### src/source/mips_pkg.sv
/*
 * MIPS32 core shared types
 * Words, register numbers, ALU operations, encoding fields and stage payloads
 */
`default_nettype none

package mips_pkg;

    typedef logic [31:0] word_t;
    typedef logic [4:0]  reg_addr_t;

    // NOP must stay at zero, a cleared payload decodes as a bubble
    typedef enum logic [4:0] {
        ALU_NOP, ALU_ADD, ALU_ADDU, ALU_SUB, ALU_SUBU, ALU_AND, ALU_OR,
        ALU_XOR, ALU_NOR, ALU_SLT, ALU_SLTU, ALU_SLL, ALU_SRL, ALU_SRA,
        ALU_MOV, ALU_MFHI, ALU_MFLO, ALU_MTHI, ALU_MTLO, ALU_CLZ, ALU_CLO
    } alu_op_e;

    // Primary opcodes
    localparam logic [5:0] OP_SPECIAL  = 6'h00;
    localparam logic [5:0] OP_ADDI     = 6'h08;
    localparam logic [5:0] OP_ADDIU    = 6'h09;
    localparam logic [5:0] OP_SLTI     = 6'h0a;
    localparam logic [5:0] OP_SLTIU    = 6'h0b;
    localparam logic [5:0] OP_ANDI     = 6'h0c;
    localparam logic [5:0] OP_ORI      = 6'h0d;
    localparam logic [5:0] OP_XORI     = 6'h0e;
    localparam logic [5:0] OP_LUI      = 6'h0f;
    localparam logic [5:0] OP_SPECIAL2 = 6'h1c;
    localparam logic [5:0] OP_PREF     = 6'h33;

    // SPECIAL funct
    localparam logic [5:0] SP_SLL  = 6'h00;
    localparam logic [5:0] SP_SRL  = 6'h02;
    localparam logic [5:0] SP_SRA  = 6'h03;
    localparam logic [5:0] SP_SLLV = 6'h04;
    localparam logic [5:0] SP_SRLV = 6'h06;
    localparam logic [5:0] SP_SRAV = 6'h07;
    localparam logic [5:0] SP_MOVZ = 6'h0a;
    localparam logic [5:0] SP_MOVN = 6'h0b;
    localparam logic [5:0] SP_SYNC = 6'h0f;
    localparam logic [5:0] SP_MFHI = 6'h10;
    localparam logic [5:0] SP_MTHI = 6'h11;
    localparam logic [5:0] SP_MFLO = 6'h12;
    localparam logic [5:0] SP_MTLO = 6'h13;
    localparam logic [5:0] SP_ADD  = 6'h20;
    localparam logic [5:0] SP_ADDU = 6'h21;
    localparam logic [5:0] SP_SUB  = 6'h22;
    localparam logic [5:0] SP_SUBU = 6'h23;
    localparam logic [5:0] SP_AND  = 6'h24;
    localparam logic [5:0] SP_OR   = 6'h25;
    localparam logic [5:0] SP_XOR  = 6'h26;
    localparam logic [5:0] SP_NOR  = 6'h27;
    localparam logic [5:0] SP_SLT  = 6'h2a;
    localparam logic [5:0] SP_SLTU = 6'h2b;

    // SPECIAL2 funct
    localparam logic [5:0] SP2_CLZ = 6'h20;
    localparam logic [5:0] SP2_CLO = 6'h21;

    // All-zero value of each payload is an invalid, non-writing entry
    typedef struct packed {
        alu_op_e   aluop;
        word_t     opr1;
        word_t     opr2;
        logic      wreg;
        reg_addr_t wraddr;
    } id_ex_t;

    typedef struct packed {
        logic      wreg;
        reg_addr_t wraddr;
        word_t     result;
        logic      cnt_pend;
    } ex_mem_t;

    typedef struct packed {
        logic      wreg;
        reg_addr_t wraddr;
        word_t     data;
    } mem_wb_t;

    typedef struct packed {
        logic      wreg;
        reg_addr_t wraddr;
        word_t     data;
        logic      nrdy;
    } fwd_t;

    typedef struct packed {
        word_t inst;
        logic  valid;
    } inst_feed_t;

endpackage

`default_nettype wire

### src/source/alu.sv
/*
 * Execute stage ALU
 * Arithmetic, logic, shifts, compares, moves, HI/LO and leading-bit launch
 */
`timescale 1ns/1ps
`default_nettype none

module alu (
    input  logic             clk,
    input  logic             rst_n,
    input  mips_pkg::id_ex_t in_op,
    input  logic             advance,
    output mips_pkg::word_t  result,
    output logic             cnt_start,
    output logic             cnt_ones,
    output mips_pkg::word_t  cnt_src
);

    mips_pkg::word_t hi;
    mips_pkg::word_t lo;
    mips_pkg::word_t a;
    mips_pkg::word_t b;

    assign a = in_op.opr1;
    assign b = in_op.opr2;

    always_comb begin
        case (in_op.aluop)
            mips_pkg::ALU_ADD, mips_pkg::ALU_ADDU: result = a + b;
            mips_pkg::ALU_SUB, mips_pkg::ALU_SUBU: result = a - b;
            mips_pkg::ALU_AND:  result = a & b;
            mips_pkg::ALU_OR:   result = a | b;
            mips_pkg::ALU_XOR:  result = a ^ b;
            mips_pkg::ALU_NOR:  result = ~(a | b);
            mips_pkg::ALU_SLT:  result = {31'd0, $signed(a) < $signed(b)};
            mips_pkg::ALU_SLTU: result = {31'd0, a < b};
            // Shift amount in opr1, value in opr2
            mips_pkg::ALU_SLL:  result = b << a[4:0];
            mips_pkg::ALU_SRL:  result = b >> a[4:0];
            mips_pkg::ALU_SRA:  result = $signed(b) >>> a[4:0];
            mips_pkg::ALU_MOV:  result = a;
            mips_pkg::ALU_MFHI: result = hi;
            mips_pkg::ALU_MFLO: result = lo;
            default:            result = '0;
        endcase
    end

    always_ff @(posedge clk or negedge rst_n) begin
        if (!rst_n) begin
            hi <= '0;
            lo <= '0;
        end else if (advance) begin
            if (in_op.aluop == mips_pkg::ALU_MTHI)
                hi <= a;
            if (in_op.aluop == mips_pkg::ALU_MTLO)
                lo <= a;
        end
    end

    assign cnt_ones  = (in_op.aluop == mips_pkg::ALU_CLO);
    assign cnt_start = advance && (cnt_ones || in_op.aluop == mips_pkg::ALU_CLZ);
    assign cnt_src   = a;

endmodule

`default_nettype wire

### src/source/decode.sv
/*
 * Instruction decode
 * Operation select, immediate extension, operand forwarding and stall request
 */
`timescale 1ns/1ps
`default_nettype none

module decode (
    input  mips_pkg::word_t     inst,
    output logic                r1read,
    output logic                r2read,
    output mips_pkg::reg_addr_t r1addr,
    output mips_pkg::reg_addr_t r2addr,
    input  mips_pkg::word_t     r1data,
    input  mips_pkg::word_t     r2data,
    input  mips_pkg::fwd_t      ex_fwd,
    input  mips_pkg::fwd_t      mem_fwd,
    output mips_pkg::id_ex_t    id_out,
    output logic                stallreq
);

    logic [5:0] opcode;
    logic [4:0] rs;
    logic [4:0] rt;
    logic [4:0] rd;
    logic [4:0] sa;
    logic [5:0] funct;

    mips_pkg::alu_op_e   aluop;
    mips_pkg::reg_addr_t wraddr;
    mips_pkg::word_t     ext_imme;
    mips_pkg::word_t     opr1;
    mips_pkg::word_t     opr2;
    logic                legal;
    logic                wreg;
    logic                is_mov;

    assign opcode = inst[31:26];
    assign rs     = inst[25:21];
    assign rt     = inst[20:16];
    assign rd     = inst[15:11];
    assign sa     = inst[10:6];
    assign funct  = inst[5:0];
    assign r1addr = rs;
    assign r2addr = rt;

    // $0 never matches, nothing is forwarded for it
    function automatic logic hit(mips_pkg::fwd_t f, mips_pkg::reg_addr_t a);
        return f.wreg && (f.wraddr == a) && (a != '0);
    endfunction

    always_comb begin
        aluop    = mips_pkg::ALU_NOP;
        legal    = 1'b0;
        r1read   = 1'b0;
        r2read   = 1'b0;
        wreg     = 1'b0;
        is_mov   = 1'b0;
        wraddr   = rt;
        ext_imme = '0;
        case (opcode)
            mips_pkg::OP_SPECIAL: begin
                legal  = (sa == 5'd0);
                r1read = 1'b1;
                r2read = 1'b1;
                wreg   = 1'b1;
                wraddr = rd;
                case (funct)
                    mips_pkg::SP_SLL, mips_pkg::SP_SLLV:  aluop = mips_pkg::ALU_SLL;
                    mips_pkg::SP_SRL, mips_pkg::SP_SRLV:  aluop = mips_pkg::ALU_SRL;
                    mips_pkg::SP_SRA, mips_pkg::SP_SRAV:  aluop = mips_pkg::ALU_SRA;
                    mips_pkg::SP_MOVZ, mips_pkg::SP_MOVN: aluop = mips_pkg::ALU_MOV;
                    mips_pkg::SP_MFHI: aluop = mips_pkg::ALU_MFHI;
                    mips_pkg::SP_MTHI: aluop = mips_pkg::ALU_MTHI;
                    mips_pkg::SP_MFLO: aluop = mips_pkg::ALU_MFLO;
                    mips_pkg::SP_MTLO: aluop = mips_pkg::ALU_MTLO;
                    mips_pkg::SP_ADD:  aluop = mips_pkg::ALU_ADD;
                    mips_pkg::SP_ADDU: aluop = mips_pkg::ALU_ADDU;
                    mips_pkg::SP_SUB:  aluop = mips_pkg::ALU_SUB;
                    mips_pkg::SP_SUBU: aluop = mips_pkg::ALU_SUBU;
                    mips_pkg::SP_AND:  aluop = mips_pkg::ALU_AND;
                    mips_pkg::SP_OR:   aluop = mips_pkg::ALU_OR;
                    mips_pkg::SP_XOR:  aluop = mips_pkg::ALU_XOR;
                    mips_pkg::SP_NOR:  aluop = mips_pkg::ALU_NOR;
                    mips_pkg::SP_SLT:  aluop = mips_pkg::ALU_SLT;
                    mips_pkg::SP_SLTU: aluop = mips_pkg::ALU_SLTU;
                    mips_pkg::SP_SYNC: aluop = mips_pkg::ALU_NOP;
                    default:           legal = 1'b0;
                endcase
                // Forms that differ from rd = rs op rt
                case (funct)
                    mips_pkg::SP_SLL, mips_pkg::SP_SRL, mips_pkg::SP_SRA: begin
                        legal    = (rs == 5'd0);
                        r1read   = 1'b0;
                        ext_imme = {27'd0, sa};
                    end
                    mips_pkg::SP_MFHI, mips_pkg::SP_MFLO: begin
                        legal  = legal && (inst[25:16] == '0);
                        r1read = 1'b0;
                        r2read = 1'b0;
                    end
                    mips_pkg::SP_MTHI, mips_pkg::SP_MTLO: begin
                        legal  = (inst[20:6] == '0);
                        r2read = 1'b0;
                        wreg   = 1'b0;
                    end
                    mips_pkg::SP_SYNC: begin
                        legal  = (inst[25:11] == '0);
                        r1read = 1'b0;
                        r2read = 1'b0;
                        wreg   = 1'b0;
                    end
                    mips_pkg::SP_MOVZ, mips_pkg::SP_MOVN: is_mov = 1'b1;
                    default: ;
                endcase
            end
            mips_pkg::OP_SPECIAL2: begin
                legal  = (sa == 5'd0) &&
                         (funct == mips_pkg::SP2_CLZ || funct == mips_pkg::SP2_CLO);
                aluop  = funct[0] ? mips_pkg::ALU_CLO : mips_pkg::ALU_CLZ;
                r1read = 1'b1;
                wreg   = 1'b1;
                wraddr = rd;
            end
            mips_pkg::OP_ADDI:  aluop = mips_pkg::ALU_ADD;
            mips_pkg::OP_ADDIU: aluop = mips_pkg::ALU_ADDU;
            mips_pkg::OP_SLTI:  aluop = mips_pkg::ALU_SLT;
            mips_pkg::OP_SLTIU: aluop = mips_pkg::ALU_SLTU;
            mips_pkg::OP_ANDI:  aluop = mips_pkg::ALU_AND;
            mips_pkg::OP_ORI:   aluop = mips_pkg::ALU_OR;
            mips_pkg::OP_XORI:  aluop = mips_pkg::ALU_XOR;
            mips_pkg::OP_LUI:   aluop = mips_pkg::ALU_OR;
            mips_pkg::OP_PREF:  legal = 1'b1;
            default: ;
        endcase
        // Opcodes 08..0f, logic ops zero-extend, LUI is $0 | imm << 16
        if (opcode[5:3] == 3'b001) begin
            legal  = (opcode != mips_pkg::OP_LUI) || (rs == 5'd0);
            r1read = 1'b1;
            wreg   = 1'b1;
            if (opcode == mips_pkg::OP_LUI)
                ext_imme = {inst[15:0], 16'd0};
            else if (opcode[2])
                ext_imme = {16'd0, inst[15:0]};
            else
                ext_imme = {{16{inst[15]}}, inst[15:0]};
        end
    end

    // Youngest producer wins
    always_comb begin
        if (!r1read)
            opr1 = ext_imme;
        else if (hit(ex_fwd, r1addr))
            opr1 = ex_fwd.data;
        else if (hit(mem_fwd, r1addr))
            opr1 = mem_fwd.data;
        else
            opr1 = r1data;

        if (!r2read)
            opr2 = ext_imme;
        else if (hit(ex_fwd, r2addr))
            opr2 = ex_fwd.data;
        else if (hit(mem_fwd, r2addr))
            opr2 = mem_fwd.data;
        else
            opr2 = r2data;
    end

    // MOVN has funct bit 0 set
    always_comb begin
        id_out.aluop  = legal ? aluop : mips_pkg::ALU_NOP;
        id_out.opr1   = opr1;
        id_out.opr2   = opr2;
        id_out.wraddr = wraddr;
        id_out.wreg   = legal && (is_mov ? ((opr2 == '0) != funct[0]) : wreg);
    end

    assign stallreq = (ex_fwd.nrdy && ((r1read && hit(ex_fwd, r1addr)) ||
                                       (r2read && hit(ex_fwd, r2addr)))) ||
                      (mem_fwd.nrdy && ((r1read && hit(mem_fwd, r1addr)) ||
                                        (r2read && hit(mem_fwd, r2addr))));

endmodule

`default_nettype wire

### src/source/lead_count.sv
/*
 * Leading zero / one counter
 * One bit per cycle, stops at the first opposite bit or after 32
 */
`timescale 1ns/1ps
`default_nettype none

module lead_count (
    input  logic            clk,
    input  logic            rst_n,
    input  logic            start,
    input  logic            ones,
    input  mips_pkg::word_t src,
    output logic            done,
    output mips_pkg::word_t count
);

    mips_pkg::word_t sh;
    logic [5:0]      cnt;
    logic            pol;

    // Top bit is judged at start, so counts of 0 and 1 finish right away
    always_ff @(posedge clk or negedge rst_n) begin
        if (!rst_n) begin
            sh   <= '0;
            cnt  <= '0;
            pol  <= 1'b0;
            done <= 1'b1;
        end else if (start) begin
            sh   <= src << 1;
            cnt  <= {5'd0, src[31] == ones};
            pol  <= ones;
            done <= (src[31] != ones) || (src[30] != ones);
        end else if (!done) begin
            sh   <= sh << 1;
            cnt  <= cnt + 6'd1;
            done <= (sh[30] != pol) || (cnt == 6'd31);
        end
    end

    assign count = {26'd0, cnt};

endmodule

`default_nettype wire

### src/source/mips_core.sv
/*
 * MIPS32 integer pipeline, ID / EX / MEM / WB
 * Instruction feed in, register writes reported on the writeback port
 */
`timescale 1ns/1ps
`default_nettype none

module mips_core (
    input  logic                 clk,
    input  logic                 rst_n,
    input  mips_pkg::inst_feed_t feed,
    output logic                 inst_ready,
    output logic                 wb_valid,
    output mips_pkg::reg_addr_t  wb_addr,
    output mips_pkg::word_t      wb_data
);

    mips_pkg::inst_feed_t if_q;
    mips_pkg::id_ex_t     id_d;
    mips_pkg::id_ex_t     ex_q;
    mips_pkg::ex_mem_t    ex_d;
    mips_pkg::ex_mem_t    mem_q;
    mips_pkg::mem_wb_t    mem_d;
    mips_pkg::mem_wb_t    wb_q;
    mips_pkg::fwd_t       ex_fwd;
    mips_pkg::fwd_t       mem_fwd;

    mips_pkg::reg_addr_t r1addr;
    mips_pkg::reg_addr_t r2addr;
    mips_pkg::word_t     r1data;
    mips_pkg::word_t     r2data;
    mips_pkg::word_t     alu_res;
    mips_pkg::word_t     cnt_src;
    mips_pkg::word_t     cnt_val;
    logic                r1read;
    logic                r2read;
    logic                stallreq;
    logic                cnt_start;
    logic                cnt_ones;
    logic                cnt_done;
    logic                ex_is_cnt;
    logic                if_en;
    logic                id_en;
    logic                ex_en;
    logic                mem_en;
    logic                ex_bubble;
    logic                wb_bubble;

    stage_reg #(.T(mips_pkg::inst_feed_t)) u_if_id (
        .clk(clk), .rst_n(rst_n), .en(if_en), .bubble(1'b0), .d(feed), .q(if_q)
    );

    decode u_decode (
        .inst     (if_q.valid ? if_q.inst : '0),
        .r1read   (r1read),
        .r2read   (r2read),
        .r1addr   (r1addr),
        .r2addr   (r2addr),
        .r1data   (r1data),
        .r2data   (r2data),
        .ex_fwd   (ex_fwd),
        .mem_fwd  (mem_fwd),
        .id_out   (id_d),
        .stallreq (stallreq)
    );

    reg_file u_reg_file (
        .clk    (clk),
        .rst_n  (rst_n),
        .r1addr (r1read ? r1addr : '0),
        .r2addr (r2read ? r2addr : '0),
        .r1data (r1data),
        .r2data (r2data),
        .we     (wb_valid),
        .waddr  (wb_q.wraddr),
        .wdata  (wb_q.data)
    );

    stage_reg #(.T(mips_pkg::id_ex_t)) u_id_ex (
        .clk(clk), .rst_n(rst_n), .en(id_en), .bubble(ex_bubble), .d(id_d), .q(ex_q)
    );

    alu u_alu (
        .clk       (clk),
        .rst_n     (rst_n),
        .in_op     (ex_q),
        .advance   (ex_en),
        .result    (alu_res),
        .cnt_start (cnt_start),
        .cnt_ones  (cnt_ones),
        .cnt_src   (cnt_src)
    );

    assign ex_is_cnt = (ex_q.aluop == mips_pkg::ALU_CLZ) || (ex_q.aluop == mips_pkg::ALU_CLO);
    assign ex_d      = '{wreg: ex_q.wreg, wraddr: ex_q.wraddr, result: alu_res,
                         cnt_pend: ex_is_cnt};
    assign ex_fwd    = '{wreg: ex_q.wreg, wraddr: ex_q.wraddr, data: alu_res,
                         nrdy: ex_is_cnt};

    stage_reg #(.T(mips_pkg::ex_mem_t)) u_ex_mem (
        .clk(clk), .rst_n(rst_n), .en(ex_en), .bubble(1'b0), .d(ex_d), .q(mem_q)
    );

    lead_count u_lead_count (
        .clk   (clk),
        .rst_n (rst_n),
        .start (cnt_start),
        .ones  (cnt_ones),
        .src   (cnt_src),
        .done  (cnt_done),
        .count (cnt_val)
    );

    // Count replaces the ALU result once the counter is done
    assign mem_d   = '{wreg: mem_q.wreg, wraddr: mem_q.wraddr,
                       data: mem_q.cnt_pend ? cnt_val : mem_q.result};
    assign mem_fwd = '{wreg: mem_q.wreg, wraddr: mem_q.wraddr, data: mem_d.data,
                       nrdy: mem_q.cnt_pend && !cnt_done};

    stage_reg #(.T(mips_pkg::mem_wb_t)) u_mem_wb (
        .clk(clk), .rst_n(rst_n), .en(mem_en), .bubble(wb_bubble), .d(mem_d), .q(wb_q)
    );

    pipe_ctrl u_pipe_ctrl (
        .clk        (clk),
        .rst_n      (rst_n),
        .stallreq   (stallreq),
        .mem_wait   (mem_fwd.nrdy),
        .inst_ready (inst_ready),
        .if_en      (if_en),
        .id_en      (id_en),
        .ex_en      (ex_en),
        .mem_en     (mem_en),
        .ex_bubble  (ex_bubble),
        .wb_bubble  (wb_bubble)
    );

    assign wb_valid = wb_q.wreg && (wb_q.wraddr != '0);
    assign wb_addr  = wb_q.wraddr;
    assign wb_data  = wb_q.data;

endmodule

`default_nettype wire

### src/source/pipe_ctrl.sv
/*
 * Pipeline controller
 * Turns dependency stalls and counter waits into stage enables and bubbles
 */
`timescale 1ns/1ps
`default_nettype none

module pipe_ctrl (
    input  logic clk,
    input  logic rst_n,
    input  logic stallreq,
    input  logic mem_wait,
    output logic inst_ready,
    output logic if_en,
    output logic id_en,
    output logic ex_en,
    output logic mem_en,
    output logic ex_bubble,
    output logic wb_bubble
);

    typedef enum logic [1:0] {RUN, DEP_STALL, CNT_WAIT} state_e;

    state_e state_nxt;

    // Counter wait outranks a decode stall
    always_comb begin
        if (mem_wait)
            state_nxt = CNT_WAIT;
        else if (stallreq)
            state_nxt = DEP_STALL;
        else
            state_nxt = RUN;
    end

    assign if_en      = (state_nxt == RUN);
    assign id_en      = (state_nxt != CNT_WAIT);
    assign ex_en      = id_en;
    assign mem_en     = id_en;
    assign ex_bubble  = (state_nxt == DEP_STALL);
    assign wb_bubble  = (state_nxt == CNT_WAIT);
    assign inst_ready = if_en;

endmodule

`default_nettype wire

### src/source/reg_file.sv
/*
 * General purpose register file
 * 32 x 32, two read ports with write-through, $0 reads zero
 */
`timescale 1ns/1ps
`default_nettype none

module reg_file (
    input  logic                clk,
    input  logic                rst_n,
    input  mips_pkg::reg_addr_t r1addr,
    input  mips_pkg::reg_addr_t r2addr,
    output mips_pkg::word_t     r1data,
    output mips_pkg::word_t     r2data,
    input  logic                we,
    input  mips_pkg::reg_addr_t waddr,
    input  mips_pkg::word_t     wdata
);

    mips_pkg::word_t regs [32];

    always_ff @(posedge clk or negedge rst_n) begin
        if (!rst_n) begin
            for (int i = 0; i < 32; i++)
                regs[i] <= '0;
        end else if (we && waddr != '0) begin
            regs[waddr] <= wdata;
        end
    end

    // Same-cycle write is visible to decode
    assign r1data = (r1addr == '0) ? '0 :
                    (we && waddr == r1addr) ? wdata : regs[r1addr];
    assign r2data = (r2addr == '0) ? '0 :
                    (we && waddr == r2addr) ? wdata : regs[r2addr];

endmodule

`default_nettype wire

### src/source/stage_reg.sv
/*
 * Pipeline stage register for any payload, with hold and bubble insert
 */
`timescale 1ns/1ps
`default_nettype none

module stage_reg #(
    parameter type T = logic
) (
    input  logic clk,
    input  logic rst_n,
    input  logic en,
    input  logic bubble,
    input  T     d,
    output T     q
);

    // Zero payload is a non-writing bubble
    always_ff @(posedge clk or negedge rst_n) begin
        if (!rst_n)
            q <= '0;
        else if (bubble)
            q <= '0;
        else if (en)
            q <= d;
    end

endmodule

`default_nettype wire
### config.mk
export PLATFORM = sky130hd
export DESIGN_NAME = mips_core
export DESIGN_NICKNAME = d
export VERILOG_FILES = /design/src/source/mips_pkg.sv /design/src/source/alu.sv /design/src/source/decode.sv /design/src/source/lead_count.sv /design/src/source/mips_core.sv /design/src/source/pipe_ctrl.sv /design/src/source/reg_file.sv /design/src/source/stage_reg.sv
export SDC_FILE = /design/constraint.sdc
export NUM_CORES = 2
export LEC_CHECK = 0
export BUFFER_PORTS_ARGS = -buffer_cell sky130_fd_sc_hd__buf_4
export CAP_MARGIN = 10
export CORE_ASPECT_RATIO = 1.5
export CORE_MARGIN = 1.5
export CORE_UTILIZATION = 39
export DETAILED_ROUTE_END_ITERATION = 10
export HOLD_SLACK_MARGIN = 0.15
export MAX_ROUTING_LAYER = met4
export PLACE_DENSITY = 0.58
export SKIP_LAST_GASP = 1
export SYNTH_ARGS = -nofsm -noshare
export SYNTH_HDL_FRONTEND = slang
export SYNTH_SLANG_ARGS = --single-unit
### constraint.sdc
create_clock -name clk -period 8.69 [get_ports clk]
set_input_delay 2.1725 -clock clk [delete_from_list [all_inputs] [get_ports clk]]
set_output_delay 2.1725 -clock clk [all_outputs]
set_load 0.02 [all_outputs]
==> metrics.md <==
| Metric | Value |
|---|---|
| Clock latency on the worst-skew pair | `830 ps` |
| Async SR Flop Fraction | `100%` |
| Worst-Margin Slew | `1830 ps` |
| CP max FO | `40` |
| Clk buf depth | `4` |
| Unique masters post-synth | `105` |
| Initial drt markers | `9710` |
| Vias in the first global route | `76100` |
| Fin nets | `8744` |
| Yosys Warn Count | `0` |
| #FFs+latches synth | `1311` |
| Starting density of the core | `39.3%` |
| Final hold viol count | `0` |
| TritonCTS clock tree | `yes` |
| Critical Path Source Type | `flip-flop` |
| Static Leak | `39.0 nW` |
| Final std cell area, no fill | `0.0905 sq mm` |
| Post-Place Setup Slack | `1230 ps` |
| Logic pwr share | `19.2%` |
| Ratio of cells with drive above 1 in the final layout | `22.0%` |
| Fmax | `117 MHz` |
| Hold buffer count at CTS | `0` |
| Worst Path Required | `9450 ps` |
| Vias per cell | `6.78` |
| Final WL | `429000 microns` |
| Reg power frac | `42.2%` |
| Area growth syn-to-layout | `10.4%` |
| Core area | `0.209 sq mm` |
| Outcome | `finished with violations` |
| Area leader, netlist | `dfrtp_1` |
| Total grt overflow | `0` |
| Avg Inst Size Synth | `9.13 sq um` |
| Max Cap Violations | `1` |
| Gpl congestion | `1.07` |
| Worst hold path type | `reg2reg` |
| Total power | `0.0166 W` |
| Slew Limit Fails | `3` |
| Final worst-path cycle share | `98.4%` |
| Worst vdd ir | `0.000157 V` |
| Post-CTS Setup Bufs | `0` |
| Post-synth EDFFs | `0` |
| DRT antenna net count | `0` |
| PwrDens | `183 mW/mm^2` |
| Sequential area share after synthesis | `40.0%` |
| Final min period | `8550 ps` |
| Failing checks | `capacitance limit, slew limit` |
| RSZ-0062 raised after global routing | `no` |
| Final setup vio count | `0` |
| Clk root buf | `clkbuf_16` |
| First-pass GRT wire length | `601000 microns` |
| Die height | `565 microns` |
| Net Sw Frac | `32.5%` |
| Synth Flop Type | `dfrtp_1` |
| DP HPWL | `283000 microns` |
| Initial antenna violation count | `37` |
| Reg clk slew, reported paths | `70 ps` |
| DP Area | `0.0854 sq mm` |
| CTS sink count | `1311` |
| Area contributors post-synth | `dfrtp_1 40%, mux2_2 15%, nand2_1 8.0%` |
| Final setup margin | `139 ps` |
| Clock skew | `53.1 ps` |
| Final TNS setup | `0 ps` |
| WP data arrival | `9310 ps` |
| Post-synth top area share | `40.0%` |
| Die Wd | `377 microns` |
| I/O Buffers | `73` |
| Clk pwr share | `38.6%` |
| DRC Markers | `0` |
| H-Tree Level Count | `4` |
| Crit Path Class | `reg2reg` |
| WHS | `406 ps` |
| Count leader, synth | `nand2_1` |
| Std cell rows | `205` |
| Post-cts resize count | `0` |
| Top post-synthesis cells by count | `1738 x nand2_1, 1310 x dfrtp_1, 1088 x mux2_2, 639 x clkbuf_1, 521 x nand3_1` |
| Mapped Nets | `9123` |
| Total die area | `0.213 sq mm` |
| Fillers | `20100` |
| TritonCTS Buffers | `147` |
| Psw | `0.00538 W` |
| IO Pins | `74` |
| Mapped Area | `0.0820 sq mm` |
| Worst rel slew slack | `-21.7%` |
| Largest net degree at the start of global routing | `172` |
| DRT Pass-1 Iters | `8` |
| Detailed-route via count | `78200` |
| Crit end category | `flip-flop` |
| Internal Power | `0.0112 W` |
| Synth Instances | `8982` |
| GRT Total Usage | `41.0%` |
| Routed len/inst | `37.2 microns` |
[final timing paths]
check | slack (ps) | end | startpoint | depth (start not counted)
max | 140 | u_id_ex.q[5] | u_if_id.q[0] | 16
min in group asynchronous | 1190 | u_if_id.q[12] | rst_n | 1
max in group asynchronous | 5400 | u_reg_file.regs[524] | rst_n | 3
max reg2reg | 140 | u_id_ex.q[5] | u_if_id.q[0] | 16
min reg2reg | 410 | u_reg_file.regs[1007] | u_reg_file.regs[1007] | 0
min | 410 | u_reg_file.regs[1007] | u_reg_file.regs[1007] | 0
[sequential cells by signal (all words and copies together) (netlist names)]
signal / count
u_if_id.q: 33
u_lead_count.pol: 1
u_alu.lo: 32
u_alu.hi: 32
u_id_ex.q: 75
u_reg_file.regs: 1024
u_lead_count.done: 1
u_lead_count.cnt: 6
u_mem_wb.q: 38
u_lead_count.sh: 30
u_ex_mem.q: 39
[worst max-delay path, cell delays in order, from the launching register on]
cell	delay [ps]
dfrtp_2	990
and2_1	950
o21ai_2	360
nor3_4	230
buf_4	500
nor2_4	100
buf_4	330
a22o_1	310
o311a_1	320
a211oi_1	980
a2bb2oi_1	350
nor4b_1	950
nand4_1	250
nor4_2	980
nand2_1	330
mux2_1	400
nand2_1	60
[per-layer routing]
layer  share of wire (%)  vias to the layer above  GRT usage, %  wire, microns
met5                   0                        -             -              0
li1                    -                    31900             -              -
met1                  32                    39100          41.5         139000
met4                  12                        0          41.3          52200
met3                 9.4                     2083          11.2          40400
met2                  46                     5198          62.7         197000
[layout make-up]
class	instances	area [sq um]	area share, %
Tap cell	2794	3500	3.86
Timing Repair Buffer	397	3440	3.80
Inverter	124	465	0.514
Clock buffer	206	4240	4.69
Antenna cell	37	92.6	0.102
Multi-Input combinational cell	6622	45500	50.2
Clock inverter	49	485	0.536
Sequential cell	1311	32800	36.2
[power groups by stage]
stage                     registers, W  logic (W)  clock network, W
final                          0.00698    0.00319           0.00639
after floorplan                0.00687    0.00179                 0
after CTS                      0.00697    0.00302           0.00643
after global routing           0.00701    0.00330           0.00664
after detailed placement       0.00708    0.00301                 0
after global placement         0.00706    0.00300                 0
[layout by cell type (no fill, tap or decap), drive strengths merged, types with 66 or more instances in the layout]
master  netlist  final
dfrtp      1310   1310
nand3       521    521
o21ai       319    319
nor3         71     71
clkbuf      639    207
and3        142    142
a22oi        76     76
buf         286    396
nand2      1739   1739
mux2       1089   1089
o22ai       150    150
a21oi       414    414
a211oi      130    130
a31oi       210    210
inv         121    128
o211ai       86     86
ha          104    104
mux4         66     66
nor2        319    319
mux2i       213    213
[cells by family (layout without fill, tap and decap cells)]
| logic type | after synthesis | in the layout | synth area share, % |
|---|---|---|---|
| adders and majority gates | 107 | 107 | 1.65 |
| buffers and inverters | 1049 | 776 | 5.18 |
| and+or+nand+nor | 3115 | 3115 | 16.9 |
| DFF | 1311 | 1311 | 40.0 |
| xor gates and xnor gates | 36 | 36 | 0.385 |
| other | 0 | 37 | 0 |
| AOI/OAI and AO/OA | 1996 | 1996 | 16.5 |
| muxes | 1368 | 1368 | 19.4 |
[per-stage QoR]
| stage | utilization [%] | cells |
|---|---|---|
| 2_1_floorplan | - | 8982 |
| 3_3_place_gp | 41.0 | 11200 |
| 3_5_place_dp | 41.0 | 11200 |
| 4_1_cts | 43.2 | 11500 |
| 5_1_grt | 43.4 | 11500 |
| 6_report | 43.4 | 11500 |
No activity file was read; power rests on OpenSTA's default activity.
